### src/rtl/cache_consts.svh
`ifndef CACHE_CONSTS_SVH
`define CACHE_CONSTS_SVH

// address split: tag | index | byte offset
`define CACHE_ADDR_W 32
`define CACHE_TAG_W 21
`define CACHE_IDX_W 6
`define CACHE_OFF_W 5
`define CACHE_SETS 64

// line geometry, four words of 64 bits
`define CACHE_WORD_W 64
`define CACHE_MASK_W 8
`define CACHE_BEATS 4
`define CACHE_WSEL_W 2
`define CACHE_LINE_W 256

`define CACHE_WAYS 2
`define CACHE_WAY_W 1

`endif

### src/rtl/cache_pkg.sv
`default_nettype none
`include "cache_consts.svh"

package cache_pkg;

  // address fields as seen by the tag and data arrays
  typedef struct packed {
    logic [`CACHE_TAG_W-1:0] tag;
    logic [`CACHE_IDX_W-1:0] idx;
    logic [`CACHE_OFF_W-1:0] off;
  } addrFields_t;

  // one address word, either raw or split into fields
  typedef union packed {
    logic [`CACHE_ADDR_W-1:0] raw;
    addrFields_t              f;
  } cacheAddr_u;

  // accepted pipeline request, op is 1 for a store
  typedef struct packed {
    logic                     op;
    cacheAddr_u               addr;
    logic [`CACHE_WORD_W-1:0] wdata;
    logic [`CACHE_MASK_W-1:0] wmask;
  } cacheReq_t;

  // single memory beat of a refill burst
  typedef struct packed {
    logic [`CACHE_WORD_W-1:0] data;
    logic                     last;
  } refillBeat_t;

endpackage

`default_nettype wire

### src/rtl/cacheRefill.sv
`timescale 1ns/10ps
`default_nettype none
`include "cache_consts.svh"

module cacheRefill (
  input  wire logic                      clk,
  input  wire logic                      rst_n,
  input  wire cache_pkg::refillBeat_t    beat_i,
  input  wire logic                      beatValid_i,
  output logic      [`CACHE_LINE_W-1:0]  line_o,
  output logic                           lineDone_o
);

  logic [`CACHE_BEATS-1:0][`CACHE_WORD_W-1:0] wordsQ;
  logic [`CACHE_BEATS-1:0][`CACHE_WORD_W-1:0] lineWords;
  logic [`CACHE_WSEL_W-1:0]                   beatCntQ;

  always_ff @(posedge clk or negedge rst_n) begin
    if (!rst_n) begin
      beatCntQ <= '0;
    end else if (beatValid_i) begin
      // wraps to zero after the last beat
      beatCntQ <= beat_i.last ? '0 : beatCntQ + 1'b1;
    end
  end

  always_ff @(posedge clk) begin
    if (beatValid_i) begin
      wordsQ[beatCntQ] <= beat_i.data;
    end
  end

  // last beat goes straight into the line so it can be written this cycle
  always_comb begin
    lineWords = wordsQ;
    if (beatValid_i) begin
      lineWords[beatCntQ] = beat_i.data;
    end
  end

  assign line_o     = lineWords;
  assign lineDone_o = beatValid_i && beat_i.last;

  lastOnFourth: assert property (@(posedge clk) disable iff (!rst_n)
    beatValid_i |-> (beat_i.last == (beatCntQ == `CACHE_BEATS-1)))
    else $error("refill: last flag not on the fourth beat");

endmodule

`default_nettype wire

### config.mk
export PLATFORM = sky130hd
export DESIGN_NAME = cacheRefill
export DESIGN_NICKNAME = d
export VERILOG_FILES = /design/src/rtl/cache_pkg.sv /design/src/rtl/cacheRefill.sv
export VERILOG_INCLUDE_DIRS = /design/src /design/src/rtl
export SDC_FILE = /design/constraint.sdc
export NUM_CORES = 1
export LEC_CHECK = 0
export BUFFER_PORTS_ARGS = -buffer_cell sky130_fd_sc_hd__buf_2
export CAP_MARGIN = 20
export CORE_UTILIZATION = 45
export DETAILED_ROUTE_END_ITERATION = 10
export GPL_TIMING_DRIVEN = 0
export PLACE_DENSITY = 0.69
export SYNTH_ARGS = -nofsm -noshare
export SYNTH_HDL_FRONTEND = slang
export SYNTH_SLANG_ARGS = --single-unit
### constraint.sdc
create_clock -name clk -period 2.2 [get_ports clk]
set_input_delay 0.55 -clock clk [delete_from_list [all_inputs] [get_ports clk]]
set_output_delay 0.55 -clock clk [all_outputs]
set_load 0.01 [all_outputs]
## Word level (Yosys, flattened, before mapping)

Cells that the tools add are included.

| operators by class | value |
|---|---|
| $lt $le $gt $ge | 2 |
| $add $sub $neg | 1 |
| reductions and logical operators | 2 |
| mux-type cells | 5 |

Operators with widths:

| kind | count |
|---|---|
| bitwise mux 256 bit | 1 |
| 2-to-1 mux 256 bit | 1 |
| demux 64 bit (select 2 bit) | 1 |
| 2-to-1 mux 64 bit | 1 |
| less-than comparator 2 x 3 -> 1 bit (second input constant) | 1 |
| adder 2 x 1 -> 2 bit (second input constant) | 1 |
| >= comparator 2 x 1 -> 1 bit (second input constant) | 1 |
| logical AND 1 bit | 2 |
| 2-to-1 mux 2 bit | 1 |

| word-level totals | value |
|---|---|
| output and inout port bits | 257 |
| register bits | 258 |
| logic and storage cells | 15 |
| input bits | 68 |

## Longest topological paths before layout

| logic depth | value |
|---|---|
| word-level depth | 6 |
| gate-level depth with buffers | 5 |
| gate-level depth less buffers | 4 |

## Worst setup path after synthesis

No wires, ideal clock.

| path | value |
|---|---|
| path kind | in2out |
| start | in beatValid_i |
| end | out line_o[100] |
| arrival time | 1331 ps |
| buffers on the path | 2 |
| data required time | 1650 ps |
| setup slack | 319 ps |
| stages | 4 |
| cell sequence | buf_6 -> nand2_8 -> buf_12 -> mux2_4 |

| on the way | value |
|---|---|
| cells in the longest elaborated chain, start to end | 1 |

RTL lines:

| element | line | RTL |
|---|---|---|
| start: declaration | cacheRefill.sv:9 | `input wire logic beatValid_i,` |
| 2-to-1 mux 256 bit | cacheRefill.sv:36 | `if (beatValid_i) begin` |
| end: declaration | cacheRefill.sv:10 | `` output logic [`CACHE_LINE_W-1:0] line_o, `` |

Every way passes these cells.

## Worst setup path in the final report

| path | value |
|---|---|
| start | reg beatCntQ[0] |
| end | out line_o[170] |

| on the way | value |
|---|---|
| cells in the longest elaborated chain, start to end | 6 |
| elaborated cells between the ends (all ways) | 7 |
| classes of those cells | 2 x order compare; 4 x mux; 1 x reduce/logical |

RTL lines:

| element | line | RTL |
|---|---|---|
| start: declaration | cacheRefill.sv:16 | `` logic [`CACHE_WSEL_W-1:0] beatCntQ; `` |
| start signal: assignment | cacheRefill.sv:23 | `beatCntQ <= beat_i.last ? '0 : beatCntQ + 1'b1;` |
| less-than comparator 2 x 3 -> 1 bit (implied by the code) or >= comparator 2 x 1 -> 1 bit (tied branches) | cacheRefill.sv:37 | `lineWords[beatCntQ] = beat_i.data;` |
| logical AND 1 bit (implied by the code) | cacheRefill.sv:37 |  |
| 2-to-1 mux 64 bit (implied by the code) | cacheRefill.sv:37 |  |
| demux 64 bit (select 2 bit) * | cacheRefill.sv:37 |  |
| bitwise mux 256 bit * | cacheRefill.sv:37 |  |
| 2-to-1 mux 256 bit * | cacheRefill.sv:36 |  |

Mark *: on every way between the ends. The rest lies on a longest branch, timed or not.

==> reports/metrics.cfg <==
[routing]
drcViolationCount=0
vias=5701
dr.pass1.iters=4
wl_um=23500
ant_nets=0
vias_per_cell=4.70
drt_iter0_drc=102
wire_per_inst_um=19.3

[floorplan]
start_util_pct=45.8
die-width_um=148
die-area_um2=22000
die_h_um=148
boundaryPins=325
rows=53
design.core.area_um2=21000

[synth]
synth_compound_area_share_pct=0.104
synthSimpleGateAreaFrac_pct=1.08
syn_avg_cell_area_um2=17.4
synth_cell_type_count=13
synth_top_family_by_area=multiplexers
syn_area_um2=9620
netlist.area_leader.share_pct=53.3
synthMuxAreaShare_pct=39.3
synth_fa_ha_area_share_pct=0.520
synth_seq_area_share_pct=53.8
ys_seq_elements=258
synth_xor_area_share_pct=0
synth_cells=554
synth_nets=626
ys_warn_count=0
synthTopCellsByArea=dfxtp_1 (53%), mux2_4 (37%), buf_12 (5.0%), mux2_2 (1.9%), nand2_8 (0.83%)
yosys.area.top_type=dfxtp_1

[setup_path]
critPathLaunchType=flop
path_max_fanout=10
critPathRequiredTime_ns=1.65
cp.arrival_ns=2.05
path_class=flop to primary output
end_kind=primary output

[place]
place_congestion=0.728
dpl.hpwl_um=14400
port-buffer-count=323
dp.cells=1152

[sta]
layout_setup_ws_ns=-0.400
holdWs_ns=0.305
skew_ns=0.00797
rsz0062_at_grt=yes
fin_crit_sh_pct=118
maxClockFrequency_mhz=385
max_slew_margin_pct=84.1
setup_viol=256
period_needed_ns=2.60
finalMaxSlewViolations=0
hold_viol=0
tightestPinTransition_ns=0.239

[global_routing]
antenna_found_initial=0
grtUsageMet3_pct=6.84
grt_usage_pct=19.1
grt_overflow=0
grt_max_degree=14
grt.met2_usage_pct=30.9
grt_pass1_wl_um=33200
grt_busiest_layer=met2
met1_usage_pct=23.8
grt_pass1_vias=5757

[clocking]
cts_buffers=28
worstSkewPairLatency_ns=0.53
cts_tree=built
cts-root-buf=clkbuf_16
clkTransAtPathRegs_ns=0.06
cts_sinks=258
clockBufferDepth=3
htreeDepth=1

[cells_and_area]
fillers=1458
multi_input_area_um2=4050
seq_area_um2=5180
fin_cells=1214
area_growth_syn_to_layout_pct=44.7
nets=991
diodes=0
drive_gt1_share_pct=70.8

[pwr]
irDropWorstVdd_mv=1.06
p_per_area_nw_per_um2=1520
leakagePower_nw=7.06

[status]
violations=setup timing
outcome=finished, violations left

[flow_run]
timing.max_cap.violations=0

[hold_path]
hp-class=primary input to flop

Yosys cell counts:
library cell and count:
buf_6 1, or3b_1 1, dfxtp_1 256, buf_12 24, mux2_2 16, and2_2 1
mux2_4 240, ha_1 4, inv_1 2, nand3b_1 1, o21ai_0 2, dfrtp_1 2
nand2_8 4
final timing paths:
path                       slack (ns)  cells past startpoint        start     endpoint
hold / removal                   0.30                      2    beat_i[9]    wordsQ[8]
min in group asynchronous        0.36                      2        rst_n  beatCntQ[0]
setup / recovery                -0.40                      6  beatCntQ[0]  line_o[170]
setup reg to reg                 0.62                      5  beatCntQ[0]  wordsQ[207]
hold reg to reg                  0.47                      1  wordsQ[220]  wordsQ[220]
max in group asynchronous        1.73                      2        rst_n  beatCntQ[1]
flip-flops by register name (all words and copies together), names as in the netlist:
signal	cells
wordsQ	256
beatCntQ	2
power by group:
part	internal [W]	leakage (nW)	total, W	switching [W]
logic	0.00567	4.44	0.00926	0.00359
clock network	0.00279	0.440	0.00460	0.00181
registers	0.00667	2.18	0.00725	0.000580
total	0.0151	7.06	0.0211	0.00598
cell usage in the layout (no fill, tap or decap), types with 2 or more instances in the layout:
| cell type | Yosys | routed |
|---|---|---|
| buf_6 | 1 | 190 |
| dfrtp_2 | 0 | 2 |
| ha_4 | 0 | 4 |
| buf_12 | 24 | 25 |
| nand2_4 | 0 | 2 |
| buf_4 | 0 | 4 |
| mux2_2 | 16 | 8 |
| clkbuf_8 | 0 | 4 |
| mux2_4 | 240 | 248 |
| nand2_8 | 4 | 4 |
| clkbuf_16 | 0 | 32 |
| inv_4 | 0 | 2 |
| o21ai_0 | 2 | 2 |
| bufinv_16 | 0 | 2 |
| dfxtp_1 | 256 | 256 |
| buf_2 | 0 | 135 |
| clkbuf_1 | 0 | 13 |
metrics by stage:
step | utilization, % | power [W] | setup WS [ns] | setup TNS (ns) | instance area, um2
2_1_floorplan | - | 0.0118 | 0.319 | 0 | 9620
3_3_place_gp | 55.1 | 0.0142 | 0.0526 | 0 | 11600
3_5_place_dp | 55.1 | 0.0143 | 0.0431 | 0 | 11600
4_1_cts | 62.6 | 0.0200 | -0.425 | -99.40 | 13200
5_1_grt | 66.2 | 0.0221 | -0.468 | -110.88 | 13900
6_report | 66.2 | 0.0211 | -0.400 | -92.74 | 13900
cells by family (layout without fill, tap and decap cells):
kind of cell,Yosys count,after routing
fa+ha+maj,4,4
compound gates,2,2
buf+inv,27,410
flops,258,258
simple gates,7,9
mux,256,256
what timing repair did:
| action | in CTS | in global routing |
|---|---|---|
| buffers inserted | 5 | 1 |
| endpoints found under the setup margin | 256 | 256 |
| pin swaps | 4 | 2 |
| resized for setup | 102 | 121 |
| hold buffers | 1 | 0 |
| gates cloned | 1 | 4 |
| hold endpoints to repair | 2 | 0 |
worst max-delay path, cell delays in order, from the launching register on:
cell and delay [ns]:
dfrtp_2 0.48, inv_4 0.11, ha_4 0.19, nand2_8 0.11
buf_12 0.18, mux2_4 0.30, buf_2 0.15
cell type report:
cell class,instances,share of cell area [%]
Sequential cell,258,37.2
Multi-Input combinational cell,271,29.1
Timing Repair Buffer,333,21.1
Clock buffer,46,5.96
Buffer,25,3.53
Tap cell,275,2.47
Clock inverter,4,0.548
Inverter,2,0.0899
layer usage:
layer	up-vias	wire (um)
li1	2665	-
met1	2735	9680
met2	259	11100
met3	42	2060
met4	0	571
met5	-	0
Power figures use the tool's default switching activity.
