### src/rtl/cache_consts.svh
`ifndef CACHE_CONSTS_SVH
`define CACHE_CONSTS_SVH

// address split: tag | index | byte offset
`define CACHE_ADDR_W 32
`define CACHE_TAG_W 21
`define CACHE_IDX_W 6
`define CACHE_OFF_W 5
`define CACHE_SETS 64

// line geometry, four words of 64 bits
`define CACHE_WORD_W 64
`define CACHE_MASK_W 8
`define CACHE_BEATS 4
`define CACHE_WSEL_W 2
`define CACHE_LINE_W 256

`define CACHE_WAYS 2
`define CACHE_WAY_W 1

`endif

### src/rtl/cache_pkg.sv
`default_nettype none
`include "cache_consts.svh"

package cache_pkg;

  // address fields as seen by the tag and data arrays
  typedef struct packed {
    logic [`CACHE_TAG_W-1:0] tag;
    logic [`CACHE_IDX_W-1:0] idx;
    logic [`CACHE_OFF_W-1:0] off;
  } addrFields_t;

  // one address word, either raw or split into fields
  typedef union packed {
    logic [`CACHE_ADDR_W-1:0] raw;
    addrFields_t              f;
  } cacheAddr_u;

  // accepted pipeline request, op is 1 for a store
  typedef struct packed {
    logic                     op;
    cacheAddr_u               addr;
    logic [`CACHE_WORD_W-1:0] wdata;
    logic [`CACHE_MASK_W-1:0] wmask;
  } cacheReq_t;

  // single memory beat of a refill burst
  typedef struct packed {
    logic [`CACHE_WORD_W-1:0] data;
    logic                     last;
  } refillBeat_t;

endpackage

`default_nettype wire

### src/rtl/cacheCtrl.sv
`timescale 1ns/10ps
`default_nettype none
`include "cache_consts.svh"

module cacheCtrl (
  input  wire logic                                      clk,
  input  wire logic                                      rst_n,
  // pipeline side
  input  wire logic                                      valid_i,
  input  wire logic                                      op_i,
  input  wire logic [`CACHE_ADDR_W-1:0]                  addr_i,
  input  wire logic [`CACHE_WORD_W-1:0]                  wr_data_i,
  input  wire logic [`CACHE_MASK_W-1:0]                  wr_mask_i,
  output logic                                           addr_ok_o,
  output logic                                           data_ok_o,
  output logic      [`CACHE_WORD_W-1:0]                  rd_data_o,
  // memory side
  output logic                                           cacheRdValid_o,
  output logic      [`CACHE_ADDR_W-1:0]                  cacheAddr_o,
  // tag array
  output logic                                           lookup_o,
  output logic      [`CACHE_IDX_W-1:0]                   lookupIdx_o,
  output logic      [`CACHE_TAG_W-1:0]                   lookupTag_o,
  input  wire logic                                      hit_i,
  input  wire logic [`CACHE_WAY_W-1:0]                   hitWay_i,
  input  wire logic [`CACHE_WAY_W-1:0]                   victimWay_i,
  output logic                                           touch_o,
  output logic      [`CACHE_WAY_W-1:0]                   touchWay_o,
  // data array and refill
  input  wire logic [`CACHE_WAYS-1:0][`CACHE_LINE_W-1:0] lines_i,
  input  wire logic                                      lineDone_i,
  input  wire logic [`CACHE_LINE_W-1:0]                  refillLine_i,
  output logic                                           tagWr_o,
  output logic                                           lineWr_o,
  output logic                                           wordWr_o,
  output logic      [`CACHE_WAY_W-1:0]                   wrWay_o,
  output logic      [`CACHE_TAG_W-1:0]                   wrTag_o,
  output logic      [`CACHE_LINE_W-1:0]                  wrLine_o,
  output logic      [`CACHE_WORD_W-1:0]                  wrWord_o,
  output logic      [`CACHE_MASK_W-1:0]                  wrMask_o,
  output logic      [`CACHE_WSEL_W-1:0]                  wrOff_o
);

  localparam logic [1:0] StIdle    = 2'd0;
  localparam logic [1:0] StCompare = 2'd1;
  localparam logic [1:0] StMiss    = 2'd2;
  localparam logic [1:0] StRefill  = 2'd3;

  logic [1:0]                state;
  logic [1:0]                stateNext;
  cache_pkg::cacheAddr_u     inAddr;
  cache_pkg::cacheReq_t      reqQ;
  logic                      accept;
  logic                      cmpHit;
  logic [`CACHE_WORD_W-1:0]  selWord;
  logic                      dataOkQ;
  logic [`CACHE_WORD_W-1:0]  rdDataQ;

  assign inAddr.raw = addr_i;
  assign cmpHit     = (state == StCompare) && hit_i;

  // a store hit blocks the next request until its merge is written
  assign addr_ok_o = (state == StIdle) || (cmpHit && !reqQ.op);
  assign accept    = valid_i && addr_ok_o;

  always_ff @(posedge clk) begin
    if (accept) begin
      reqQ.op    <= op_i;
      reqQ.addr  <= inAddr;
      reqQ.wdata <= wr_data_i;
      reqQ.wmask <= wr_mask_i;
    end
  end

  always_comb begin
    stateNext = state;
    case (state)
      StIdle: begin
        if (accept) begin
          stateNext = StCompare;
        end
      end
      StCompare: begin
        if (!hit_i) begin
          stateNext = StMiss;
        end else if (!accept) begin
          stateNext = StIdle;
        end
      end
      StMiss: begin
        if (lineDone_i) begin
          stateNext = StRefill;
        end
      end
      default: begin
        // re-lookup after the line is in place
        stateNext = StCompare;
      end
    endcase
  end

  always_ff @(posedge clk or negedge rst_n) begin
    if (!rst_n) begin
      state   <= StIdle;
      dataOkQ <= 1'b0;
    end else begin
      state   <= stateNext;
      dataOkQ <= cmpHit;
    end
  end

  // lookups use the new address on accept, else the held request
  assign lookup_o    = accept || (state == StRefill);
  assign lookupIdx_o = accept ? inAddr.f.idx : reqQ.addr.f.idx;
  assign lookupTag_o = accept ? inAddr.f.tag : reqQ.addr.f.tag;

  // word offset bits of the held request
  assign wrOff_o = reqQ.addr.f.off[`CACHE_OFF_W-1 -: `CACHE_WSEL_W];
  assign selWord = lines_i[hitWay_i][wrOff_o*`CACHE_WORD_W +: `CACHE_WORD_W];

  always_ff @(posedge clk) begin
    if (cmpHit) begin
      rdDataQ <= selWord;
    end
  end

  assign data_ok_o = dataOkQ;
  assign rd_data_o = rdDataQ;

  assign touch_o    = cmpHit;
  assign touchWay_o = hitWay_i;

  // fill the victim on the beat that completes the line
  assign tagWr_o  = (state == StMiss) && lineDone_i;
  assign lineWr_o = tagWr_o;
  assign wordWr_o = cmpHit && reqQ.op;
  assign wrWay_o  = (state == StMiss) ? victimWay_i : hitWay_i;
  assign wrTag_o  = reqQ.addr.f.tag;
  assign wrLine_o = refillLine_i;
  assign wrWord_o = reqQ.wdata;
  assign wrMask_o = reqQ.wmask;

  assign cacheRdValid_o = (state == StMiss);
  assign cacheAddr_o    = {reqQ.addr.f.tag, reqQ.addr.f.idx, {`CACHE_OFF_W{1'b0}}};

  dataOkFromCompare: assert property (@(posedge clk) disable iff (!rst_n)
    data_ok_o |-> $past(state) == StCompare)
    else $error("ctrl: data_ok_o without a compare hit");

  missReqHeld: assert property (@(posedge clk) disable iff (!rst_n)
    (cacheRdValid_o && !lineDone_i) |=> (cacheRdValid_o && $stable(cacheAddr_o)))
    else $error("ctrl: memory request dropped before the last beat");

endmodule

`default_nettype wire

### config.mk
export PLATFORM = sky130hd
export DESIGN_NAME = cacheCtrl
export DESIGN_NICKNAME = d
export VERILOG_FILES = /design/src/rtl/cache_pkg.sv /design/src/rtl/cacheCtrl.sv
export VERILOG_INCLUDE_DIRS = /design/src /design/src/rtl
export SDC_FILE = /design/constraint.sdc
export NUM_CORES = 1
export LEC_CHECK = 0
export ABC_AREA = 1
export BUFFER_PORTS_ARGS = -buffer_cell sky130_fd_sc_hd__buf_4
export CORE_AREA = 2 2 535 537
export DETAILED_ROUTE_END_ITERATION = 8
export DIE_AREA = 0 0 537 539
export GPL_ROUTABILITY_DRIVEN = 0
export GPL_TIMING_DRIVEN = 0
export PLACE_DENSITY = 0.3
export SLEW_MARGIN = 20
export SYNTH_ARGS = -nofsm -noshare
export SYNTH_HDL_FRONTEND = slang
export SYNTH_SLANG_ARGS = --single-unit
### constraint.sdc
create_clock -name clk -period 7.5 [get_ports clk]
set_input_delay 1.875 -clock clk [delete_from_list [all_inputs] [get_ports clk]]
set_output_delay 1.875 -clock clk [all_outputs]
set_load 0.005 [all_outputs]
# Word level (Yosys, flattened, before mapping)
# Index checks and enable logic that the tools add are counted.
# totals
wordCells	35
out_inout_bits	484
register_bits	172
# classes
n_reduce_logical	10
magnitude_cmp	1
shift	1
muxes	10
n_eq_ne	6
# op_table
operator	count
2-to-1 mux 256 bit	2
indexed part select 256 x 9 -> 64 bit	1
2-to-1 mux 21 bit	1
2-to-1 mux 2 bit	4
2-to-1 mux 6 bit	1
one-hot mux 2 bit (3 select lines)	1
logical AND 1 bit	5
== test 2 bit, second input constant	2
!= test 3 bit, second input constant	1
AND reduction 3 bit	1
== test 2 x 1 -> 1 bit, second input constant	1
zero test 2 bit	1
logical OR 1 bit	2
less-than comparator 1 x 2 -> 1 bit, second input constant	1
!= test 2 x 1 -> 1 bit, second input constant	1
!= test 2 bit, second input constant	1
zero test 1 bit	1
2-to-1 mux 1 bit	1

# Depth between registers and ports, before layout
# depth
word_depth	8
depth_mapped	10
depth_no_buf	8

# Least setup slack after synthesis
# OpenSTA, ideal clock, no wires.
# synth_path
kind	input-to-output
from	in hit_i
to	out lookupTag_o[11]
path_buffers	1
t_arrival_ps	3835
cell_stages	7
required_time_ps	5625
path_slack_ps	1790
cell_sequence	nand2_1 > o21ai_2 > nand2_2 > inv_1 > buf_2 > nand2_1 > nand2_1
# synth_between
elab_chain_len	5
# synth_lines
item	line	source
start: declaration	cacheCtrl.sv:24	input wire logic hit_i,
logical AND 1 bit	cacheCtrl.sv:60	assign cmpHit = (state == StCompare) && hit_i;
logical AND 1 bit	cacheCtrl.sv:63	assign addr_ok_o = (state == StIdle) || (cmpHit && !reqQ.op);
logical OR 1 bit	cacheCtrl.sv:63	
via addr_ok_o	cacheCtrl.sv:14	output logic addr_ok_o,
logical AND 1 bit	cacheCtrl.sv:64	assign accept = valid_i && addr_ok_o;
2-to-1 mux 21 bit	cacheCtrl.sv:115	assign lookupTag_o = accept ? inAddr.f.tag : reqQ.addr.f.tag;
end: declaration	cacheCtrl.sv:23	output logic [`CACHE_TAG_W-1:0] lookupTag_o,
# The timed path passes the listed nets, and every way through them passes these cells.

# Worst setup path after layout
# layout_path
from	in hit_i
to	out lookupTag_o[12]
# layout_between
elab_chain_len	5
# layout_lines
item	line
logical AND 1 bit	cacheCtrl.sv:60
logical AND 1 bit	cacheCtrl.sv:63
logical OR 1 bit	cacheCtrl.sv:63
logical AND 1 bit	cacheCtrl.sv:64
2-to-1 mux 21 bit	cacheCtrl.sv:115
# Every way passes these cells.

==> summary.txt <==
Status
  • Outcome: finished, final reports clean

Logic synthesis
  • Synth Flop Type: edfxtp_1
  • Post-synth EDFFs: 166
  • Share of the synthesized area in the top cell type: 0.371
  • Synth top area cells: edfxtp_1 (37%), buf_4 (22%), nand2_1 (17%)
  • Asr flop ratio synth: 0.0178
  • Seq cells post-synth: 169
  • Yosys cell types: 21
  • Mapped Area: 13400 µm²
  • Synth warnings: 0
  • Post-synthesis cell count: 1865
  • Post-Syn Area per Cell: 7.20 µm²
  • Sequential cell area fraction in the yosys report: 0.377
  • Cell taking the most area after synthesis: edfxtp_1

Clock network
  • Clock transition at path regs: 0.08 ns
  • Clock Latency Late Sink: 0.58 ns
  • Clock Tree Buf Depth: 3
  • CTS root buf: clkbuf_16
  • TritonCTS clock tree: built
  • CTS Buf Count: 25
  • Post-CTS Resized: 0
  • CTS H-tree lvls: 4
  • CTS Sinks: 169
  • Total setup buffers inserted after CTS: 0
  • Hold Buf Count CTS: 0

Timing
  • Tmin final: 5.44 ns
  • Final hold vios: 0
  • Max-slew violation count: 0
  • RSZ-0062 raised after global routing: false
  • Worst-margin pin slew: 1.18 ns
  • Min Hold Slack: 0.549 ns
  • Setup slack after layout: 2.06 ns
  • Final setup TNS: 0 ns
  • Fmax: 184 MHz
  • Final setup vio count: 0
  • Slew headroom: 0.207
  • Period Utilization, post-route: 0.725
  • Clk_skew: 0.0335 ns

Drt
  • 1st-iter DRT viols: 741
  • Antenna viol nets, final: 0
  • Pre-Repair DR Iteration Count: 5
  • Vias per std cell: 2.49
  • WL final: 174000 µm
  • Via Count: 17000
  • Drt drc: 0
  • Avg WL per Cell: 25.5 µm

Job
  • MaxCap Viol Count: 0

Critical path
  • Critical path class: in -> out
  • CP Cell Sequence: buf_4, nand2_1, o21ai_2, nand2_2, inv_1, buf_6, nand2_1, nand2_1, buf_4
  • Critical R2R Launch: wrOff_o[0]
  • Crit-path slowest cell: buf_6
  • Critical Path Fanout Max: 42
  • Most common cell type on the critical path: nand2_1
  • Largest delay share family, worst path: buffers and inverters
  • CP Launch Point: hit_i
  • Type of destination of the critical path: output port
  • Critical Path AT: 3.56 ns
  • Crit start category: primary input
  • CP max stage delay: 0.37 ns
  • WP buf/inv: 4
  • Required time worst endpoint: 5.62 ns

Floorplan
  • Starting density of the core: 0.0473
  • Die width: 537 µm
  • Rows: 196
  • I/O pin count: 1364
  • Die height: 539 µm
  • Die Footprint: 289000 µm²
  • Core area: 284000 µm²

Global route
  • First-pass GRT wire length: 208000 µm
  • Vias in the first global route: 17500
  • Gr ovfl total: 0
  • Initial antenna violation count: 125
  • Largest net degree at the start of global routing: 71
  • GRT Total Usage: 0.115

Power
  • Total power: 5.23 mW
  • PD cells: 191 nW/µm²
  • VDD IR max: 145 µV
  • Leak: 12.3 nW

Place
  • Post-Place Setup Slack: 1.98 ns
  • DP Cell Count: 6736
  • Port Buffers: 1099
  • Area after DPL: 26600 µm²
  • Hpwl dp: 158000 µm

Layout
  • Area Overhead vs Synth: 104%
  • Final Cell Area: 27400 µm²
  • Final cell count without fillers: 6806
  • Fin util: 0.0964
  • Layout cell share with drive strength beyond 1: 0.530
  • Fin nets: 3885

Worst hold path
  • Hold path startpoint: state[1]
  • Min-Delay Path Class: reg -> reg
## routing by layer
layer | global-route usage | vias to the layer above | share of wire
met3 | 0.0532 | 193 | 0.10
li1 | - | 7879 | -
met4 | 0.0166 | 130 | 0.014
met2 | 0.234 | 959 | 0.57
met5 | 0 | - | 0.0048
met1 | 0.101 | 7811 | 0.31
## cell type report
| type | instances | area [µm²] |
|---|---|---|
| flip-flops and latches | 169 | 5060 |
| well taps | 3762 | 4710 |
| clock inverters | 6 | 60.1 |
| fillers | 33500 | 257000 |
| multi-input cells | 1199 | 4910 |
| clock buffers | 27 | 633 |
| inverters | 14 | 57.6 |
| plain buffers | 487 | 3480 |
| diodes | 37 | 92.6 |
| repair buffers | 1105 | 8370 |
## synthesized netlist by cell type, types with 2 or more instances
cell      number
buf_2         26
inv_1         12
nor2_1       324
clkbuf_1      47
ha_1           4
dfrtp_1        3
nand2_1      602
o21ai_1       76
buf_6         17
edfxtp_1     166
buf_4        389
buf_1          7
inv_2          2
o21ai_0      182
nand3_1        2
## state kept, by name (all words and copies together), names as in the netlist
name / flops
state: 2
wrWord_o: 64
reqQ: 1
wrMask_o: 8
rd_data_o: 64
cacheAddr_o: 27
wrOff_o: 2
data_ok_o: 1
## worst min-delay path, stage by stage (launching register included)
cell	delay, ns
dfrtp_1	0.40
nand2_1	0.07
nand2_1	0.05
## report_power, final
group          total, mW  switching, mW  internal (mW)
Combinational       2.58           1.46           1.12
Clock               1.21          0.571          0.638
Sequential          1.44         0.0991           1.34
## cell usage in the layout (no fill, tap or decap), drive strengths merged, types with 2 or more instances in the layout
cell    count
clkbuf     74
nand2     603
diode      37
o21ai     259
clkinv      4
nand3       2
inv        14
edfxtp    166
ha          4
nor2      324
conb        5
buf      1545
dfrtp       3
## final timing paths
| path | endpoint | cells past startpoint | slack (ns) |
|---|---|---|---|
| setup reg to reg | rd_data_o[62] | 6 | 4.33 |
| hold / removal | state[1] | 2 | 0.55 |
| min in group asynchronous | data_ok_o | 1 | 1.12 |
| setup / recovery | lookupTag_o[12] | 9 | 2.06 |
| hold reg to reg | state[1] | 2 | 0.55 |
| max in group asynchronous | state[1] | 1 | 6.27 |
## logic make-up after synthesis
family                     count (synthesis)  share of synthesized area
AOI/OAI and AO/OA                        260                     0.0973
adders and majority gates                  4                    0.00373
buffers and inverters                    501                      0.261
DFF                                      169                      0.377
other                                      1                   0.000279
and+or+nand+nor                          930                      0.260
No activity file was read; power rests on OpenSTA's default activity.
